`src/bridge_macros.svh`:
```
// --------------------------------------------------
// widths and depths shared by RTL and testbench.
// BRIDGE_BID_DEPTH must be a power of two.
// --------------------------------------------------
`ifndef BRIDGE_MACROS_SVH
`define BRIDGE_MACROS_SVH

// AXI side widths.
`define BRIDGE_ADDR_W 32
`define BRIDGE_DATA_W 32
`define BRIDGE_ID_W 4

// memory size in 32-bit words.
`define BRIDGE_MEM_WORDS 256

// outstanding write responses before AW and W stall.
`define BRIDGE_BID_DEPTH 4

`endif

```
`src/axi_pkg.sv`:
```
// --------------------------------------------------
// AXI slave port types, INCR bursts of 32-bit beats only.
// --------------------------------------------------
`include "bridge_macros.svh"

package axi_pkg;

  typedef logic [`BRIDGE_ADDR_W-1:0]   addr_t;
  typedef logic [`BRIDGE_DATA_W-1:0]   data_t;
  typedef logic [`BRIDGE_DATA_W/8-1:0] strb_t;
  typedef logic [`BRIDGE_ID_W-1:0]     id_t;
  // beats minus one, so at most 16 beats.
  typedef logic [3:0]                  len_t;

  typedef enum logic [1:0] {
    OKAY   = 2'b00,
    SLVERR = 2'b10
  } resp_e;

  // --------------------------------------------------
  // channel payloads
  // --------------------------------------------------
  typedef struct packed {id_t id; addr_t addr; len_t len;} ax_t;

  typedef struct packed {data_t data; strb_t strb; logic last;} w_t;

  typedef struct packed {id_t id; data_t data; resp_e resp; logic last;} r_t;

  typedef struct packed {id_t id; resp_e resp;} b_t;

endpackage

```
`src/corebus_pkg.sv`:
```
// --------------------------------------------------
// internal command bus types. Addresses are byte
// addresses with the low two bits cleared.
// --------------------------------------------------
package corebus_pkg;

  typedef enum logic {
    CMD_READ  = 1'b0,
    CMD_WRITE = 1'b1
  } cmd_e;

  // beat count, 1 to 16.
  typedef logic [4:0] length_t;

  typedef struct packed {
    cmd_e          kind;
    axi_pkg::id_t   id;
    axi_pkg::addr_t addr;
    length_t       length;
  } cmd_t;

  typedef struct packed {
    axi_pkg::data_t data;
    axi_pkg::strb_t byteen;
    logic          last;
  } wdata_t;

  // error marks a beat read from outside the memory.
  typedef struct packed {
    axi_pkg::id_t   id;
    axi_pkg::data_t data;
    logic          error;
    logic          last;
  } resp_t;

endpackage

```
`src/axi_cmd_decode.sv`:
```
// --------------------------------------------------
// AR/AW to command conversion with a one-entry slot.
// --------------------------------------------------
`timescale 1ns/100ps

module axi_cmd_decode (
  input  logic               i_clk,
  input  logic               i_rst_n,
  input  logic               i_ar_valid,
  output logic               o_ar_ready,
  input  axi_pkg::ax_t       i_ar,
  input  logic               i_aw_valid,
  output logic               o_aw_ready,
  input  axi_pkg::ax_t       i_aw,
  input  logic               i_aw_block,
  output logic               o_aw_fire,
  output logic               o_cmd_valid,
  input  logic               i_cmd_ready,
  output corebus_pkg::cmd_t  o_cmd
);

  logic              init_q;
  logic              slot_valid_q;
  corebus_pkg::cmd_t slot_q;
  logic              rr_aw_q;
  logic              slot_free;
  logic              aw_req;
  logic              grant_ar;
  logic              grant_aw;
  corebus_pkg::cmd_t next_cmd;

  function automatic corebus_pkg::cmd_t to_cmd(corebus_pkg::cmd_e kind, axi_pkg::ax_t ax);
    corebus_pkg::cmd_t cmd;
    cmd.kind   = kind;
    cmd.id     = ax.id;
    cmd.addr   = {ax.addr[$bits(axi_pkg::addr_t)-1:2], 2'b00};
    cmd.length = corebus_pkg::length_t'(ax.len) + corebus_pkg::length_t'(1);
    return cmd;
  endfunction

  // the slot refills in the same cycle that it drains.
  always_comb begin
    slot_free  = init_q && (!slot_valid_q || i_cmd_ready);
    aw_req     = i_aw_valid && !i_aw_block;
    grant_aw   = aw_req && (!i_ar_valid || rr_aw_q);
    grant_ar   = i_ar_valid && !grant_aw;
    next_cmd   = grant_aw ? to_cmd(corebus_pkg::CMD_WRITE, i_aw)
                          : to_cmd(corebus_pkg::CMD_READ, i_ar);
    o_ar_ready = slot_free && grant_ar;
    o_aw_ready = slot_free && grant_aw;
    o_aw_fire  = i_aw_valid && o_aw_ready;
  end

  always_ff @(posedge i_clk or negedge i_rst_n) begin
    if (!i_rst_n) begin
      init_q       <= 1'b0;
      slot_valid_q <= 1'b0;
      rr_aw_q      <= 1'b0;
    end else begin
      init_q <= 1'b1;
      if (slot_free) begin
        slot_valid_q <= grant_ar || grant_aw;
      end
      // the winner drops to the lower priority.
      if (slot_free && grant_ar) begin
        rr_aw_q <= 1'b1;
      end else if (slot_free && grant_aw) begin
        rr_aw_q <= 1'b0;
      end
    end
  end

  always_ff @(posedge i_clk) begin
    if (slot_free && (grant_ar || grant_aw)) begin
      slot_q <= next_cmd;
    end
  end

  assign o_cmd_valid = slot_valid_q;
  assign o_cmd       = slot_q;

  // an address command that waits for the slot keeps its payload.
  a_ar_stable: assert property (@(posedge i_clk) disable iff (!i_rst_n)
    (i_ar_valid && !o_ar_ready) |=> (i_ar_valid && $stable(i_ar)));

  a_aw_stable: assert property (@(posedge i_clk) disable iff (!i_rst_n)
    (i_aw_valid && !o_aw_ready) |=> (i_aw_valid && $stable(i_aw)));

endmodule

```
`config.mk`:
```
export PLATFORM = sky130hd
export DESIGN_NAME = axi_cmd_decode
export DESIGN_NICKNAME = d
export VERILOG_FILES = /design/src/axi_pkg.sv /design/src/corebus_pkg.sv /design/src/axi_cmd_decode.sv
export VERILOG_INCLUDE_DIRS = /design/src /design/src/src
export SDC_FILE = /design/constraint.sdc
export NUM_CORES = 1
export LEC_CHECK = 0
export BUFFER_PORTS_ARGS = -buffer_cell sky130_fd_sc_hd__buf_4
export CAP_MARGIN = 40
export CORE_ASPECT_RATIO = 0.9
export CORE_MARGIN = 2
export CORE_UTILIZATION = 46
export DETAILED_ROUTE_END_ITERATION = 10
export HOLD_SLACK_MARGIN = 0.15
export PLACE_DENSITY = 0.92
export SETUP_SLACK_MARGIN = 0.05
export SLEW_MARGIN = 20
export SYNTH_ARGS = -nofsm -noshare
export SYNTH_HDL_FRONTEND = slang
export SYNTH_SLANG_ARGS = --single-unit
```
`constraint.sdc`:
```
create_clock -name i_clk -period 7.9 [get_ports i_clk]
set_input_delay 0.79 -clock i_clk [delete_from_list [all_inputs] [get_ports i_clk]]
set_output_delay 0.79 -clock i_clk [all_outputs]
set_load 0.01 [all_outputs]
```
# Yosys cells after proc, flatten, opt, wreduce, memory -nomap -nowiden
# Index checks and enable logic that the tools add are counted.
[word_totals] inputBits=86 output_inout_bits=46 regBits=45
[classes] reduce_logical=16 n_addsub=2 mux=3
[op_table] cell="two-way mux 42 bit" count=1
[op_table] cell="adder 4 x 1 -> 5 bit, second input constant" count=2
[op_table] cell="logical AND 1 bit" count=8
[op_table] cell="logical NOT 1 bit" count=4
[op_table] cell="logical OR 1 bit" count=3
[op_table] cell="two-way mux 1 bit" count=2
[op_table] cell="nonzero test 2 bit" count=1

# Longest topological paths before layout
[depth] depth_word=7 depth_mapped=8 ltp_nobuf=7

# Worst setup path before layout
# No wires, ideal clock.
[synth_path] path_type="input port to flip-flop" from="input port i_aw_valid" to="register slot_q, in the netlist o_cmd[0] (enable)" slack_ns=4.719 path_stages=3 t_arrival_ns=2.744 cell_sequence="nor2b_4 -> nor2_1 -> nor2_1"
[synth_between] elab_chain_len=6
[synth_rtl] item="start, declared" line="axi_cmd_decode.sv:12" text="input logic i_aw_valid,"
[synth_rtl] item="logical AND 1 bit *" line="axi_cmd_decode.sv:44" text="aw_req = i_aw_valid && !i_aw_block;"
[synth_rtl] item="logical AND 1 bit *" line="axi_cmd_decode.sv:45" text="grant_aw = aw_req && (!i_ar_valid || rr_aw_q);"
[synth_rtl] item="logical NOT 1 bit" line="axi_cmd_decode.sv:46" text="grant_ar = i_ar_valid && !grant_aw;"
[synth_rtl] item="logical AND 1 bit" line="axi_cmd_decode.sv:46"
[synth_rtl] item="logical OR 1 bit *" line="axi_cmd_decode.sv:74" text="if (slot_free && (grant_ar || grant_aw)) begin"
[synth_rtl] item="logical AND 1 bit *" line="axi_cmd_decode.sv:74"
[synth_rtl] item="end signal, assigned" line="axi_cmd_decode.sv:75" text="slot_q <= next_cmd;"
[synth_rtl] item="end, declared" line="axi_cmd_decode.sv:24" text="corebus_pkg::cmd_t slot_q;"
# Every way passes the cells marked *; elsewhere a longest branch is shown, timed or not.
# A chain may end at the register's enable or synchronous reset.

# Final worst setup path
[layout_path] from="input port i_aw_block" to="output port o_ar_ready"
[layout_between] elab_chain_len=6
[layout_rtl] item="start, declared" line="axi_cmd_decode.sv:15" text="input logic i_aw_block,"
[layout_rtl] item="logical NOT 1 bit" line="axi_cmd_decode.sv:44"
[layout_rtl] item="logical AND 1 bit" line="axi_cmd_decode.sv:44"
[layout_rtl] item="logical AND 1 bit" line="axi_cmd_decode.sv:45"
[layout_rtl] item="logical NOT 1 bit" line="axi_cmd_decode.sv:46"
[layout_rtl] item="logical AND 1 bit" line="axi_cmd_decode.sv:46"
[layout_rtl] item="logical AND 1 bit" line="axi_cmd_decode.sv:49" text="o_ar_ready = slot_free && grant_ar;"
[layout_rtl] item="end, declared" line="axi_cmd_decode.sv:10" text="output logic o_ar_ready,"
# No other way between the ends.

==> impl_metrics.yaml <==
routing:
  drc: 0
  wl_per_cell_um: 16.9
  viasPerCell: 4.78
  first_pass_iters: 4
  wl_um: 5320
  drtIter0Drc: 67
  route.antenna.remaining_nets: 0
  via_count: 1502
logic_synthesis:
  yosys_register_bits: 43
  synth.cell_area_um2: 2110
  synth.distinct_cells: 27
  ys_seq_area_frac: 0.604
  syn_inst: 123
  syn_avg_cell_area_um2: 17.2
  yosysWarnings: 0
setup_path:
  crit_family: "simple AND/OR/NAND/NOR gates"
  slowest_stage: "nand2_4"
  cpMostUsedCell: "buf_4"
  worstSetupPathType: "in -> out"
  reg2reg_to: "o_cmd[2]"
  cpPeakStageDelay_ps: 420
  reg2reg_from: "rr_aw_q"
  cp_cell_sequence: "buf_4, nor2b_4, nand2_4, and3_1, buf_4"
  arrival_ps: 2030
  crit_required_ps: 7110
  critPathMaxFanout: 42
  regToRegSetupSlack_ps: 5520
  crit_buf_inv: 2
  start_kind: "input port"
  cp-end-kind: "primary output"
  worst_r2r_path_depth: 7
cells_and_area:
  final_cells: 314
  diodes: 0
  final_common_cell: "buf_4"
  fin_area_um2: 3180
  nets: 338
  area_growth_syn_to_layout_pct: 50.8
  drive_gt1_frac: 0.687
  final_cell_mix: "125 x buf_4, 40 x edfxtp_1, 34 x mux2_4, 5 x clkbuf_8, 4 x nor2_1"
timing:
  final_hold_viol_count: 0
  slew_headroom: 0.503
  finalCritPeriodShare: 0.357
  clock-skew-final_ps: 3.38
  setup_violations: 0
  hold_slack_ps: 267
  setup_tns_ps: 0
  fin_ws_ps: 5080
  fmax_ghz: 0.354
  worstMarginPinSlew_ps: 745
  slew_viol_final: 0
  rsz0062_at_grt: "false"
  fin_crit_ps: 2820
power_and_ir_drop:
  p_leak_nw: 1.49
  p_per_area_nw_per_um2: 165
  peakVddDrop_mv: 0.0837
grt:
  grt_pass1_wl_um: 7150
  grt.overflow.total: 0
  antenna_found_initial: 0
  globalRouteTotalUtil: 0.193
  grt_pass1_vias: 1440
  grt_max_degree: 43
clock_network:
  clock_latency_ps: 290
  path_clk_slew_ps: 80
  post_cts_resized: 0
  cts.sinks: 43
  cts_hold_buffers: 0
  htreeDepth: 2
  clk_path_buf_depth: 2
  post_cts_buffers: 0
  ctsRootBufferMaster: "clkbuf_8"
  numCtsBuffers: 5
  cts_tree: "done"
floorplan:
  die_area_um2: 5150
  die_w_um: 75.4
  initial_utilization: 0.477
  die_y_um: 68.3
  rows: 23
  core_um2: 4430
  ios: 132
placed_design:
  place_hpwl_um: 3980
  dpl.cell_count: 306
  io_buffers: 125
  routabilityCongestion: 0.667
  placed_area_um2: 3100
  preCtsSetupSlack_ps: 5050
status:
  status: "finished, final reports clean"
run:
  drv_cap: 0
worst_hold_path:
  hold_path.class: "in -> async"
-- worst max-delay path by stage --
stage / slack, ps / from / to / cells past startpoint
floorplan: 4720 / i_aw_valid / o_cmd[0] / 3
global placement: 5070 / i_aw_block / o_ar_ready / 5
detailed placement: 5050 / i_aw_block / o_cmd[2] / 8
CTS: 5050 / i_aw_block / o_ar_ready / 5
global route: 4980 / i_aw_block / o_ar_ready / 5
finish: 5080 / i_aw_block / o_ar_ready / 5
-- power breakdown --
part	switching, mW	leakage [nW]	internal [mW]
sequential	0.00461	0.404	0.266
clock	0.0754	0.0412	0.0618
combinational	0.0440	1.04	0.0718
total	0.124	1.49	0.400
-- sequential cells by signal (all words and copies together), names as in the netlist --
name,cells
o_cmd,40
init_q,1
o_cmd_valid,1
rr_aw_q,1
-- routing by layer --
layer  part of all wire  wire length [um]  global-route usage
met3              0.083               444              0.0427
met2               0.54              2880               0.361
met5                  0                 0                   0
met1               0.36              1940               0.216
met4              0.010                54              0.0658
-- layout make-up --
type                            instances  area [um^2]
Sequential cell                        43         1280
Fill cell                             347         1250
Timing Repair Buffer                  126          958
Multi-Input combinational cell         74          783
Tap cell                               62         77.6
Clock buffer                            6         72.6
Clock inverter                          2         12.5
Inverter                                1         3.75
-- per-stage QoR --
| step | utilization | total power, mW |
|---|---|---|
| finish | 0.719 | 0.524 |
| global route | 0.719 | 0.545 |
| CTS | 0.719 | 0.528 |
| detailed placement | 0.699 | 0.392 |
| global placement | 0.695 | 0.386 |
| floorplan | - | 0.335 |
-- Yosys cell counts, drive strengths merged --
cell | instances | share of area
a21oi | 2 | 0.0047
a31oi | 2 | 0.0059
and2 | 1 | 0.0030
and3 | 1 | 0.0030
buf | 6 | 0.028
conb | 2 | 0.0036
dfrtp | 3 | 0.036
edfxtp | 40 | 0.57
ha | 1 | 0.0059
inv | 1 | 0.0018
mux2 | 36 | 0.25
mux2i | 2 | 0.0095
nand2 | 4 | 0.011
nand2b | 3 | 0.010
nand3 | 3 | 0.0071
nand4b | 2 | 0.0083
nor2 | 5 | 0.0089
nor2b | 4 | 0.015
nor3 | 1 | 0.0024
o21a | 1 | 0.0036
o22ai | 1 | 0.0030
xor2 | 2 | 0.0083
-- logic make-up after synthesis --
group | Yosys count | synth area share
AO/OA/AOI/OAI | 6 | 0.0172
XOR/XNOR | 2 | 0.00830
adder cells (fa/ha/maj) | 1 | 0.00592
buffers and inverters | 7 | 0.0302
flip-flops | 43 | 0.604
multiplexers | 38 | 0.262
other | 2 | 0.00356
AND/OR/NAND/NOR | 24 | 0.0687
(Power assumes the default switching activity.)
