### src/bridge_macros.svh
// --------------------------------------------------
// widths and depths shared by RTL and testbench.
// BRIDGE_BID_DEPTH must be a power of two.
// --------------------------------------------------
`ifndef BRIDGE_MACROS_SVH
`define BRIDGE_MACROS_SVH

// AXI side widths.
`define BRIDGE_ADDR_W 32
`define BRIDGE_DATA_W 32
`define BRIDGE_ID_W 4

// memory size in 32-bit words.
`define BRIDGE_MEM_WORDS 256

// outstanding write responses before AW and W stall.
`define BRIDGE_BID_DEPTH 4

`endif

### src/axi_pkg.sv
// --------------------------------------------------
// AXI slave port types, INCR bursts of 32-bit beats only.
// --------------------------------------------------
`include "bridge_macros.svh"

package axi_pkg;

  typedef logic [`BRIDGE_ADDR_W-1:0]   addr_t;
  typedef logic [`BRIDGE_DATA_W-1:0]   data_t;
  typedef logic [`BRIDGE_DATA_W/8-1:0] strb_t;
  typedef logic [`BRIDGE_ID_W-1:0]     id_t;
  // beats minus one, so at most 16 beats.
  typedef logic [3:0]                  len_t;

  typedef enum logic [1:0] {
    OKAY   = 2'b00,
    SLVERR = 2'b10
  } resp_e;

  // --------------------------------------------------
  // channel payloads
  // --------------------------------------------------
  typedef struct packed {id_t id; addr_t addr; len_t len;} ax_t;

  typedef struct packed {data_t data; strb_t strb; logic last;} w_t;

  typedef struct packed {id_t id; data_t data; resp_e resp; logic last;} r_t;

  typedef struct packed {id_t id; resp_e resp;} b_t;

endpackage

### src/corebus_pkg.sv
// --------------------------------------------------
// internal command bus types. Addresses are byte
// addresses with the low two bits cleared.
// --------------------------------------------------
package corebus_pkg;

  typedef enum logic {
    CMD_READ  = 1'b0,
    CMD_WRITE = 1'b1
  } cmd_e;

  // beat count, 1 to 16.
  typedef logic [4:0] length_t;

  typedef struct packed {
    cmd_e          kind;
    axi_pkg::id_t   id;
    axi_pkg::addr_t addr;
    length_t       length;
  } cmd_t;

  typedef struct packed {
    axi_pkg::data_t data;
    axi_pkg::strb_t byteen;
    logic          last;
  } wdata_t;

  // error marks a beat read from outside the memory.
  typedef struct packed {
    axi_pkg::id_t   id;
    axi_pkg::data_t data;
    logic          error;
    logic          last;
  } resp_t;

endpackage

### src/write_resp_tracker.sv
// --------------------------------------------------
// B channel in AW order; bresp is always OKAY.
// --------------------------------------------------
`timescale 1ns/100ps
`include "bridge_macros.svh"

module write_resp_tracker (
  input  logic                 i_clk,
  input  logic                 i_rst_n,
  input  logic                 i_aw_fire,
  input  axi_pkg::id_t         i_aw_id,
  output logic                 o_aw_block,
  input  logic                 i_w_valid,
  output logic                 o_w_ready,
  input  axi_pkg::w_t          i_w,
  output logic                 o_wdata_valid,
  input  logic                 i_wdata_ready,
  output corebus_pkg::wdata_t  o_wdata,
  output logic                 o_b_valid,
  input  logic                 i_b_ready,
  output axi_pkg::b_t          o_b
);

  localparam int DEPTH = `BRIDGE_BID_DEPTH;
  localparam int PTR_W = $clog2(DEPTH);
  localparam int CNT_W = $clog2(DEPTH + 1);

  axi_pkg::id_t     id_mem [DEPTH];
  logic [PTR_W-1:0] wr_ptr_q;
  logic [PTR_W-1:0] rd_ptr_q;
  logic [CNT_W-1:0] id_cnt_q;
  logic [CNT_W-1:0] done_cnt_q;
  logic             done_full;
  logic             w_last_fire;
  logic             b_fire;

  always_comb begin
    done_full     = (done_cnt_q == CNT_W'(DEPTH));
    o_aw_block    = (id_cnt_q == CNT_W'(DEPTH));
    o_wdata_valid = i_w_valid && !done_full;
    o_w_ready     = i_wdata_ready && !done_full;
    o_wdata       = '{data: i_w.data, byteen: i_w.strb, last: i_w.last};
    w_last_fire   = i_w_valid && o_w_ready && i_w.last;
    o_b_valid     = (done_cnt_q != '0) && (id_cnt_q != '0);
    o_b           = '{id: id_mem[rd_ptr_q], resp: axi_pkg::OKAY};
    b_fire        = o_b_valid && i_b_ready;
  end

  always_ff @(posedge i_clk or negedge i_rst_n) begin
    if (!i_rst_n) begin
      wr_ptr_q   <= '0;
      rd_ptr_q   <= '0;
      id_cnt_q   <= '0;
      done_cnt_q <= '0;
    end else begin
      wr_ptr_q   <= wr_ptr_q + PTR_W'(i_aw_fire);
      rd_ptr_q   <= rd_ptr_q + PTR_W'(b_fire);
      id_cnt_q   <= id_cnt_q + CNT_W'(i_aw_fire) - CNT_W'(b_fire);
      done_cnt_q <= done_cnt_q + CNT_W'(w_last_fire) - CNT_W'(b_fire);
    end
  end

  always_ff @(posedge i_clk) begin
    if (i_aw_fire) begin
      id_mem[wr_ptr_q] <= i_aw_id;
    end
  end

  // every completed write has a queued id, and the queue never overfills.
  a_done_bound: assert property (@(posedge i_clk) disable iff (!i_rst_n)
    (done_cnt_q <= id_cnt_q) && (id_cnt_q <= CNT_W'(DEPTH)));

endmodule

### config.mk
export PLATFORM = sky130hd
export DESIGN_NAME = write_resp_tracker
export DESIGN_NICKNAME = d
export VERILOG_FILES = /design/src/axi_pkg.sv /design/src/corebus_pkg.sv /design/src/write_resp_tracker.sv
export VERILOG_INCLUDE_DIRS = /design/src /design/src/src
export SDC_FILE = /design/constraint.sdc
export NUM_CORES = 1
export LEC_CHECK = 0
export BUFFER_PORTS_ARGS = -buffer_cell sky130_fd_sc_hd__buf_2
export CAP_MARGIN = 20
export CORE_UTILIZATION = 41
export CTS_CLUSTER_DIAMETER = 100
export DETAILED_ROUTE_END_ITERATION = 6
export PLACE_DENSITY = 0.79
export SLEW_MARGIN = 20
export SYNTH_ARGS = -nofsm -noshare
export SYNTH_HDL_FRONTEND = slang
export SYNTH_SLANG_ARGS = --single-unit
### constraint.sdc
create_clock -name i_clk -period 3.15 [get_ports i_clk]
set_clock_uncertainty 0.2 [all_clocks]
set_input_delay 0.1575 -clock i_clk [delete_from_list [all_inputs] [get_ports i_clk]]
set_output_delay 0.1575 -clock i_clk [all_outputs]
set_load 0.03 [all_outputs]
; After elaboration in Yosys (flattened, before gate mapping)
; Memories as Yosys holds them, arrays and structs flattened.
; Index checks and enable logic that the tools add are counted.
[totals]
n_memories = 1
ram_bits = 16
out_inout_bits = 47
word_cells = 24
inputBits = 47
ff_bits = 10
[classes]
addsub = 6
eq_ne = 2
mux = 2
reduce_logical = 9
[memory_table]
columns = name, depth, word_bits, read_ports, rd_clocked_by_memory_dff, wr, line
row1 = id_mem, 4, 4, 1, 0, 1, write_resp_tracker.sv:28  ; axi_pkg::id_t id_mem [DEPTH];
[ops]
columns = cell, count
row1 = 3-bit by 1-bit adder with 3-bit output, 2
row2 = 3-bit == test (second input constant), 2
row3 = 1-bit logical AND, 6
row4 = 3-bit nonzero test, 2
row5 = 3-bit by 1-bit subtractor with 3-bit output, 2
row6 = 2-bit by 1-bit adder with 2-bit output, 2
row7 = 1-bit 2-to-1 mux, 2
row8 = 1-bit zero test, 1

; Longest topological paths before layout
; Gate-level depths: netlist of run 1.
[depth]
word_depth = 7
depth_mapped = 8
ltp_nobuf = 7

; Worst setup path after synthesis of run 1
; No wires, ideal clock.
[synth_path]
kind = reg2reg
start = reg done_cnt_q[1]
end = reg done_cnt_q[2]
required_ns = 2.827
n_path_buf = 1
path_stages_with_launch = 9
t_arrival_ns = 1.919
synth_period_minus_slack_ns = 2.241
slack_ns = 0.909
setup_ns = 0.123
path_cell_list = dfrtp_1 > nor3_1 > or3b_1 > clkbuf_2 > xor2_1 > ha_1 > fa_1 > xor2_1 > xnor2_1
[synth_between]
elab_chain_cells = 7
elab_cells_between_ends = 10
classes_between = add/sub: 2 / eq/ne: 1 / reduce/logical: 7
[synth_lines]
columns = item, line
row1 = "start, declared", write_resp_tracker.sv:32  ; logic [CNT_W-1:0] done_cnt_q;
row2 = "start signal, assigned", write_resp_tracker.sv:59  ; done_cnt_q <= done_cnt_q + CNT_W'(w_last_fire) - CNT_W'(b_fire);
row3 = 3-bit == test, write_resp_tracker.sv:38  ; done_full = (done_cnt_q == CNT_W'(DEPTH));
row4 = 1-bit zero test, write_resp_tracker.sv:41  ; o_w_ready = i_wdata_ready && !done_full;
row5 = 1-bit logical AND, write_resp_tracker.sv:41
row6 = 1-bit logical AND (2 in series), write_resp_tracker.sv:43  ; w_last_fire = i_w_valid && o_w_ready && i_w.last;
row7 = 3-bit by 1-bit adder with 3-bit output, write_resp_tracker.sv:59
row8 = 3-bit by 1-bit subtractor with 3-bit output (*), write_resp_tracker.sv:59
; Mark *: on every way between the ends. The rest lies on a longest branch, timed or not.

; Worst setup path in the final report of run 1
; Ends and elaborated chain as after synthesis.

==> impl_metrics.tcl, run 1 <==
set metrics [dict create \
    status "finished, final reports clean" \
    place.gp.congestion 0.865 \
    die_w_um 60.4 \
    hp-class "primary input to asynchronous set/reset pin" \
    startpoint "done_cnt_q[1]" \
    grt_pass1_wl_um 3200 \
    setup_tns_ns 0 \
    overflow 0 \
    cts_tree "done" \
    hpwl_um 1540 \
    drive_gt1_share_pct 29.5 \
    finalSetupViolCount 0 \
    avgRoutedWirePerCell_um 14.6 \
    power_density_nw_per_um2 973 \
    ys_ff_latch 26 \
    p_comb_share_pct 39.6 \
    cts_buffers 3 \
    row_count 20 \
    dieArea_um2 3650 \
    post-route-period-util_pct 75.1 \
    cp.required_ns 3.17 \
    layout_common_cells "buf_2 (19), edfxtp_1 (16), dfrtp_1 (10)" \
    rr_startpoint "done_cnt_q[1]" \
    insertion_delay_ns 0.31 \
    maxCapViolCount 0 \
    rsz0062_at_grt "false" \
    startpoint_type "flop" \
    critical_path.slowest_cell "or3b_1" \
    drt_iter0_drc 13 \
    path_cells "nor3_1, or3b_1, xor2_1, ha_1, fa_1, xor2_1, xnor2_1" \
    slew_headroom_pct 53.4 \
    vias 653 \
    cp_top_family "adder cells" \
    core_area_um2 3150 \
    p_total_mw 1.33 \
    max_freq_mhz 423 \
    critPathBufInv 0 \
    port_buffers 19 \
    cts_num_sinks 26 \
    drc 0 \
    leakagePower_nw 0.545 \
    hold_violations 0 \
    cp_common_cell "xor2_1" \
    num-nets-final 148 \
    first_pass_iters 4 \
    drv_slew 0 \
    synth_cells 106 \
    start_util_pct 44.4 \
    htreeDepth 1 \
    cpPeakStageDelay_ns 0.47 \
    mostFrequentLayoutCell "buf_2" \
    ir_drop_uv 397 \
    grt_pass1_vias 704 \
    vias_per_cell 4.70 \
    syn_avg_cell_area_um2 13.2 \
    clockBufferDepth 2 \
    postRouteWirelength_um 2040 \
    ys_warn_count 0 \
    diodes 0 \
    die_y_um 60.4 \
    ys_seq_area_share_pct 52.2 \
    synth_cell_types 24 \
    crit_path_end_kind "flop" \
    root_buffer "clkbuf_4" \
    cts_resized 0 \
    crit_arrival_ns 2.38 \
    p_seq_share_pct 43.5 \
    worstSetupPathType "flop to flop" \
    p_sw_share_pct 36.4 \
    fin_crit_ns 2.37 \
    worstMarginPinSlew_ns 0.698 \
    path_max_fanout 4 \
    synth_area_um2 1400 \
    pin_count 94 \
    p_int_mw 0.843 \
    p_sw_mw 0.482 \
    clkTransAtPathRegs_ns 0.14 \
    track_usage_pct 12.5 \
    power.share.clock_pct 16.9 \
    area_delta_synth_final_pct -2.59 \
    grt_start_max_net_pins 16 \
    antenna_found_initial 0 \
    ant_nets 0 \
    nFillCells 304 \
]
-- layout make-up --
class | instances | area [um^2] | area share, %
Sequential cell | 26 | 731 | 53.6
Clock inverter | 1 | 30.0 | 2.20
Inverter | 2 | 7.51 | 0.551
Clock buffer | 3 | 22.5 | 1.65
Timing Repair Buffer | 25 | 155 | 11.4
Multi-Input combinational cell | 38 | 362 | 26.5
Tap cell | 44 | 55.1 | 4.04
-- cell usage after synthesis --
library cell / number / area share, %
buf_2: 1 / 0.36
and3_1: 1 / 0.45
nand4_1: 1 / 0.45
conb_1: 1 / 0.27
and2_1: 2 / 0.89
xor2_1: 4 / 2.5
or3b_2: 1 / 0.63
inv_1: 2 / 0.54
ha_1: 3 / 2.7
nand2_1: 2 / 0.54
edfxtp_1: 16 / 34
nand3_1: 1 / 0.36
mux4_2: 4 / 6.4
or3b_1: 1 / 0.63
xnor2_1: 5 / 3.1
nor3b_1: 2 / 1.1
dfrtp_1: 10 / 18
fa_1: 2 / 2.9
and3b_1: 1 / 0.63
nor2_1: 2 / 0.54
nor3_1: 3 / 1.1
or2_1: 1 / 0.45
clkbuf_2: 1 / 0.36
buf_4: 39 / 21
-- power by group through the flow --
stage	registers (mW)	clock network (mW)	logic (mW)
floorplan	0.543	0	0.522
global placement	0.577	0	0.506
detailed placement	0.585	0	0.528
CTS	0.578	0.228	0.535
global route	0.599	0.240	0.571
finish	0.576	0.224	0.525
-- sequential cells by signal, indices dropped and copies added, names as in the netlist --
| signal | flops |
|---|---|
| done_cnt_q | 3 |
| id_cnt_q | 3 |
| id_mem | 16 |
| rd_ptr_q | 2 |
| wr_ptr_q | 2 |
-- worst reg2reg max path, cell delays in order (launching register included) --
cell     delay, ns
dfrtp_1       0.42
nor3_1        0.10
or3b_1        0.47
xor2_1        0.19
ha_1          0.20
fa_1          0.39
xor2_1        0.17
xnor2_1       0.12
-- what timing repair did --
| item | in CTS | in global routing |
|---|---|---|
| hold endpoints to repair | 28 | 0 |
| setup buffers | 0 | 0 |
| hold buffers | 6 | 0 |
-- cells by family (layout without fill, tap and decap cells) --
group | count (synthesis) | count (layout) | synth area share (%)
XOR/XNOR | 9 | 9 | 5.63
multiplexers | 4 | 4 | 6.44
buffers and inverters | 43 | 31 | 22.2
adder cells (fa/ha/maj) | 5 | 5 | 5.55
other | 1 | 2 | 0.268
flip-flops | 26 | 26 | 52.2
AND/OR/NAND/NOR | 18 | 18 | 7.69
-- layer usage --
layer	share of wire [%]	global-route usage, %	vias up	wire length (um)
met5	0	0	-	0
met4	3.9	11.4	0	80
met3	8.6	3.62	14	176
met2	48	20.1	22	972
met1	40	13.1	321	805
li1	-	-	296	-
-- final timing paths --
kind / depth (start not counted) / slack, ns / end
worst max-delay path: 7 / 0.78 / done_cnt_q[2]
worst min register to register: 1 / 0.32 / done_cnt_q[2]
worst max register to register: 7 / 0.78 / done_cnt_q[2]
min in group i_clk: 4 / 0.02 / rd_ptr_q[1]
max in group asynchronous: 2 / 2.55 / rd_ptr_q[1]
worst min-delay path: 2 / 0.006 / wr_ptr_q[1]
-- through the flow --
| step | util, % | cell area, um^2 | std cells | hold slack [ns] | setup slack (ns) |
|---|---|---|---|---|---|
| 2_1_floorplan | - | 1400 | 107 | -0.338 | 0.909 |
| 3_3_place_gp | 39.6 | 1250 | 129 | -0.176 | 0.898 |
| 3_5_place_dp | 39.6 | 1250 | 129 | -0.172 | 0.786 |
| 4_1_cts | 43.2 | 1360 | 139 | 0.00962 | 0.768 |
| 5_1_grt | 43.2 | 1360 | 139 | 0.0126 | 0.693 |
| 6_report | 43.2 | 1360 | 139 | 0.00624 | 0.784 |
(Power assumes the default switching activity.)
==> run 2, diff against run 1 <==
--- a/config.mk
+++ b/config.mk
@@ -6,12 +6,13 @@
 export SDC_FILE = /design/constraint.sdc
 export NUM_CORES = 1
 export LEC_CHECK = 0
+export ABC_AREA = 1
 export BUFFER_PORTS_ARGS = -buffer_cell sky130_fd_sc_hd__buf_2
 export CAP_MARGIN = 20
-export CORE_UTILIZATION = 41
+export CORE_UTILIZATION = 42
 export CTS_CLUSTER_DIAMETER = 100
 export DETAILED_ROUTE_END_ITERATION = 6
-export PLACE_DENSITY = 0.79
+export PLACE_DENSITY = 0.8
 export SLEW_MARGIN = 20
 export SYNTH_ARGS = -nofsm -noshare
 export SYNTH_HDL_FRONTEND = slang
==> constraint.sdc (replaced) <==
create_clock -name i_clk -period 2.2 [get_ports i_clk]
set_clock_uncertainty 0.2 [all_clocks]
set_input_delay 0.11 -clock i_clk [delete_from_list [all_inputs] [get_ports i_clk]]
set_output_delay 0.11 -clock i_clk [all_outputs]
set_load 0.03 [all_outputs]
==> run 2 against run 1 <==
Compared with the run above: maximum frequency rose by 16%; utilization rose by 0.47 points; non-clock buffer count rose by 2; synthesized area rose by 4.5%; cell area rose by 7.0%; largest cell class unchanged.
==> impl_metrics.tcl, run 2 <==
set metrics [dict create \
    grt_pass1_wl_um 4110 \
    cts_buffers 3 \
    stdcell_count 178 \
    rr_startpoint "done_cnt_q[1]" \
    htreeDepth 1 \
    path_cells "nor2_2, nand2_2, nand2_4, nor2_4, o21ai_2, nand2_2, ha_1, fa_1, xor2_1" \
    synth_cells 140 \
    post-synth-top-count-cell "buf_4" \
    critical_path.slowest_cell "dfrtp_1" \
    largestRegisters "id_mem (16), done_cnt_q (3), id_cnt_q (3)" \
    cp.required_ns 2.22 \
    vias_per_cell 4.78 \
    status "finished, final reports clean" \
    die_y_um 61.0 \
    clockBufferDepth 2 \
    pin_count 94 \
    synth_top_area_share_pct 32.9 \
    worstSetupPathType "flop to flop" \
    drt_iter0_drc 47 \
    num-nets-final 185 \
    startpoint "done_cnt_q[1]" \
    p_sw_mw 0.856 \
    area_delta_synth_final_pct -0.257 \
    first_pass_iters 4 \
    dieArea_um2 3720 \
    syn_avg_cell_area_um2 10.4 \
    synth_cell_types 25 \
    cp_common_cell "nand2_2" \
    p_sw_share_pct 42.2 \
    synth_edf_count 16 \
    finalSetupViolCount 0 \
    drc 0 \
    ir_drop_uv 759 \
    mostFrequentLayoutCell "buf_2" \
    row_count 21 \
    ys_ff_latch 26 \
    root_buffer "clkbuf_4" \
    yosysTopAreaCell "edfxtp_1" \
    p_seq_share_pct 40.3 \
    fin_crit_ns 2.03 \
    synth_common_cells "buf_4 (39), edfxtp_1 (16), inv_1 (12), nand2_1 (11), nor2_1 (11)" \
    hp-class "primary input to output pin" \
    crit_path_end_kind "flop" \
    regMostFlops "id_mem" \
    port_buffers 19 \
    synthTopCellsByArea "edfxtp_1 (33%), buf_4 (20%), dfrtp_1 (17%), inv_1 (3.1%), nand2_1 (2.8%)" \
    power.share.clock_pct 16.0 \
    largest_reg_flops 16 \
    maxCapViolCount 0 \
    die_w_um 61.0 \
    core_area_um2 3340 \
    place.gp.congestion 0.776 \
    start_util_pct 43.8 \
    cts_num_sinks 26 \
    nFillCells 314 \
    worstRegToRegCells 9 \
    yosys_most_used_dff "edfxtp_1" \
    post-route-period-util_pct 92.5 \
    crit_arrival_ns 2.05 \
    ys_warn_count 0 \
    postRouteWirelength_um 2980 \
    setup_tns_ns 0 \
    p_int_mw 1.17 \
    vias 850 \
    hpwl_um 2310 \
    startpoint_type "flop" \
    cts_tree "done" \
    p_comb_share_pct 43.7 \
    track_usage_pct 16.3 \
    holdPathStages 0 \
    hold_violations 0 \
    avgRoutedWirePerCell_um 16.7 \
    drive_gt1_share_pct 25.8 \
    cpPeakStageDelay_ns 0.44 \
    drv_slew 0 \
    rsz0062_at_grt "false" \
    grt_start_max_net_pins 16 \
    worstMarginPinSlew_ns 0.689 \
    layout_common_cells "buf_2 (19), edfxtp_1 (16), inv_1 (12)" \
    grt_pass1_vias 816 \
    ys_seq_area_share_pct 50.0 \
    diodes 0 \
    antenna_found_initial 0 \
    synth_area_um2 1460 \
    hold_path_startpoint "i_w[11]" \
    ant_nets 0 \
    leakagePower_nw 0.628 \
    overflow 0 \
    clkTransAtPathRegs_ns 0.14 \
    slew_headroom_pct 53.7 \
    max_freq_mhz 492 \
    insertion_delay_ns 0.32 \
    power_density_nw_per_um2 1390 \
    synthArstFlopShare_pct 38.5 \
    path_max_fanout 3 \
    dpl.cell_count 166 \
]
[run 2: cell types whose count changed after synthesis, moves of 2 or more]
cell	change
nor3b_1	-2
and2_1	-2
o22ai_1	+4
o21ai_0	+8
nand2_1	+9
mux4_2	-4
xnor2_1	-3
nor2_1	+9
nand2_2	+4
inv_1	+10
[run 2: path summary, 6_finish.rpt]
path | end | slack, ns
worst min-delay path | o_wdata[11] | 0.02
worst min register to register | wr_ptr_q[1] | 0.33
worst max-delay path | done_cnt_q[2] | 0.17
max in group asynchronous | rd_ptr_q[0] | 0.85
worst max register to register | done_cnt_q[2] | 0.17
min in group asynchronous | done_cnt_q[2] | 0.61
[run 2: per-stage QoR]
stage	utilization [%]	total power [mW]	cell area, um^2	setup WS [ns]	hold slack, ns
after global routing	43.7	2.17	1460	0.0565	0.0201
after global placement	39.6	1.63	1320	0.248	-0.222
final	43.7	2.03	1460	0.166	0.0200
after CTS	43.5	2.03	1450	0.123	0.0202
after detailed placement	39.6	1.69	1320	0.176	-0.212
after floorplan	-	1.58	1470	0.289	-0.386
[run 2: per-layer routing]
| layer | track usage [%] | vias to the layer above | part of all wire [%] |
|---|---|---|---|
| li1 | - | 395 | - |
| met1 | 15.5 | 386 | 29 |
| met2 | 31.7 | 54 | 59 |
| met3 | 3.20 | 15 | 9.1 |
| met4 | 10.1 | 0 | 3.4 |
| met5 | 0 | - | 0 |
[run 2: kinds of logic (layout without fill, tap and decap cells)]
kind of cell | Yosys count | after routing | synth area share, %
other cells | 1 | 2 | 0.257
simple gates | 36 | 36 | 12.2
xor+xnor | 5 | 5 | 3.00
flops | 26 | 26 | 50.0
fa+ha+maj | 5 | 5 | 5.31
buf+inv | 53 | 44 | 23.7
compound gates | 14 | 14 | 5.57
[run 2: power by group through the flow]
stage | clock network, mW | registers (mW) | logic, mW
6_report | 0.325 | 0.818 | 0.887
5_1_grt | 0.345 | 0.838 | 0.988
4_1_cts | 0.329 | 0.812 | 0.889
3_5_place_dp | 0 | 0.825 | 0.868
3_3_place_gp | 0 | 0.811 | 0.821
2_1_floorplan | 0 | 0.772 | 0.808
[run 2: final cells by class]
type | count | area (um^2) | share of cell area, %
clock buffer | 3 | 22.5 | 1.55
clock inverter | 1 | 30.0 | 2.06
inverter | 13 | 52.6 | 3.61
multi-input combinational | 62 | 388 | 26.6
sequential | 26 | 732 | 50.2
tap | 46 | 57.6 | 3.95
timing repair buffer | 27 | 175 | 12.0
[run 2: critical path, delay by kind of cell, from the launching register on]
family	cells	cell delay (ns)
AO/OA/AOI/OAI	1	0.08
adder cells (fa/ha/maj)	2	0.57
AND/OR/NAND/NOR	5	0.47
flip-flops	1	0.44
XOR/XNOR	1	0.18
[run 2: repair_timing]
item,CTS,global route
hold buffers,8,0
gates resized for setup,0,2
buffers inserted,0,0
hold endpoints to repair,31,0
setup endpoints to repair,0,2
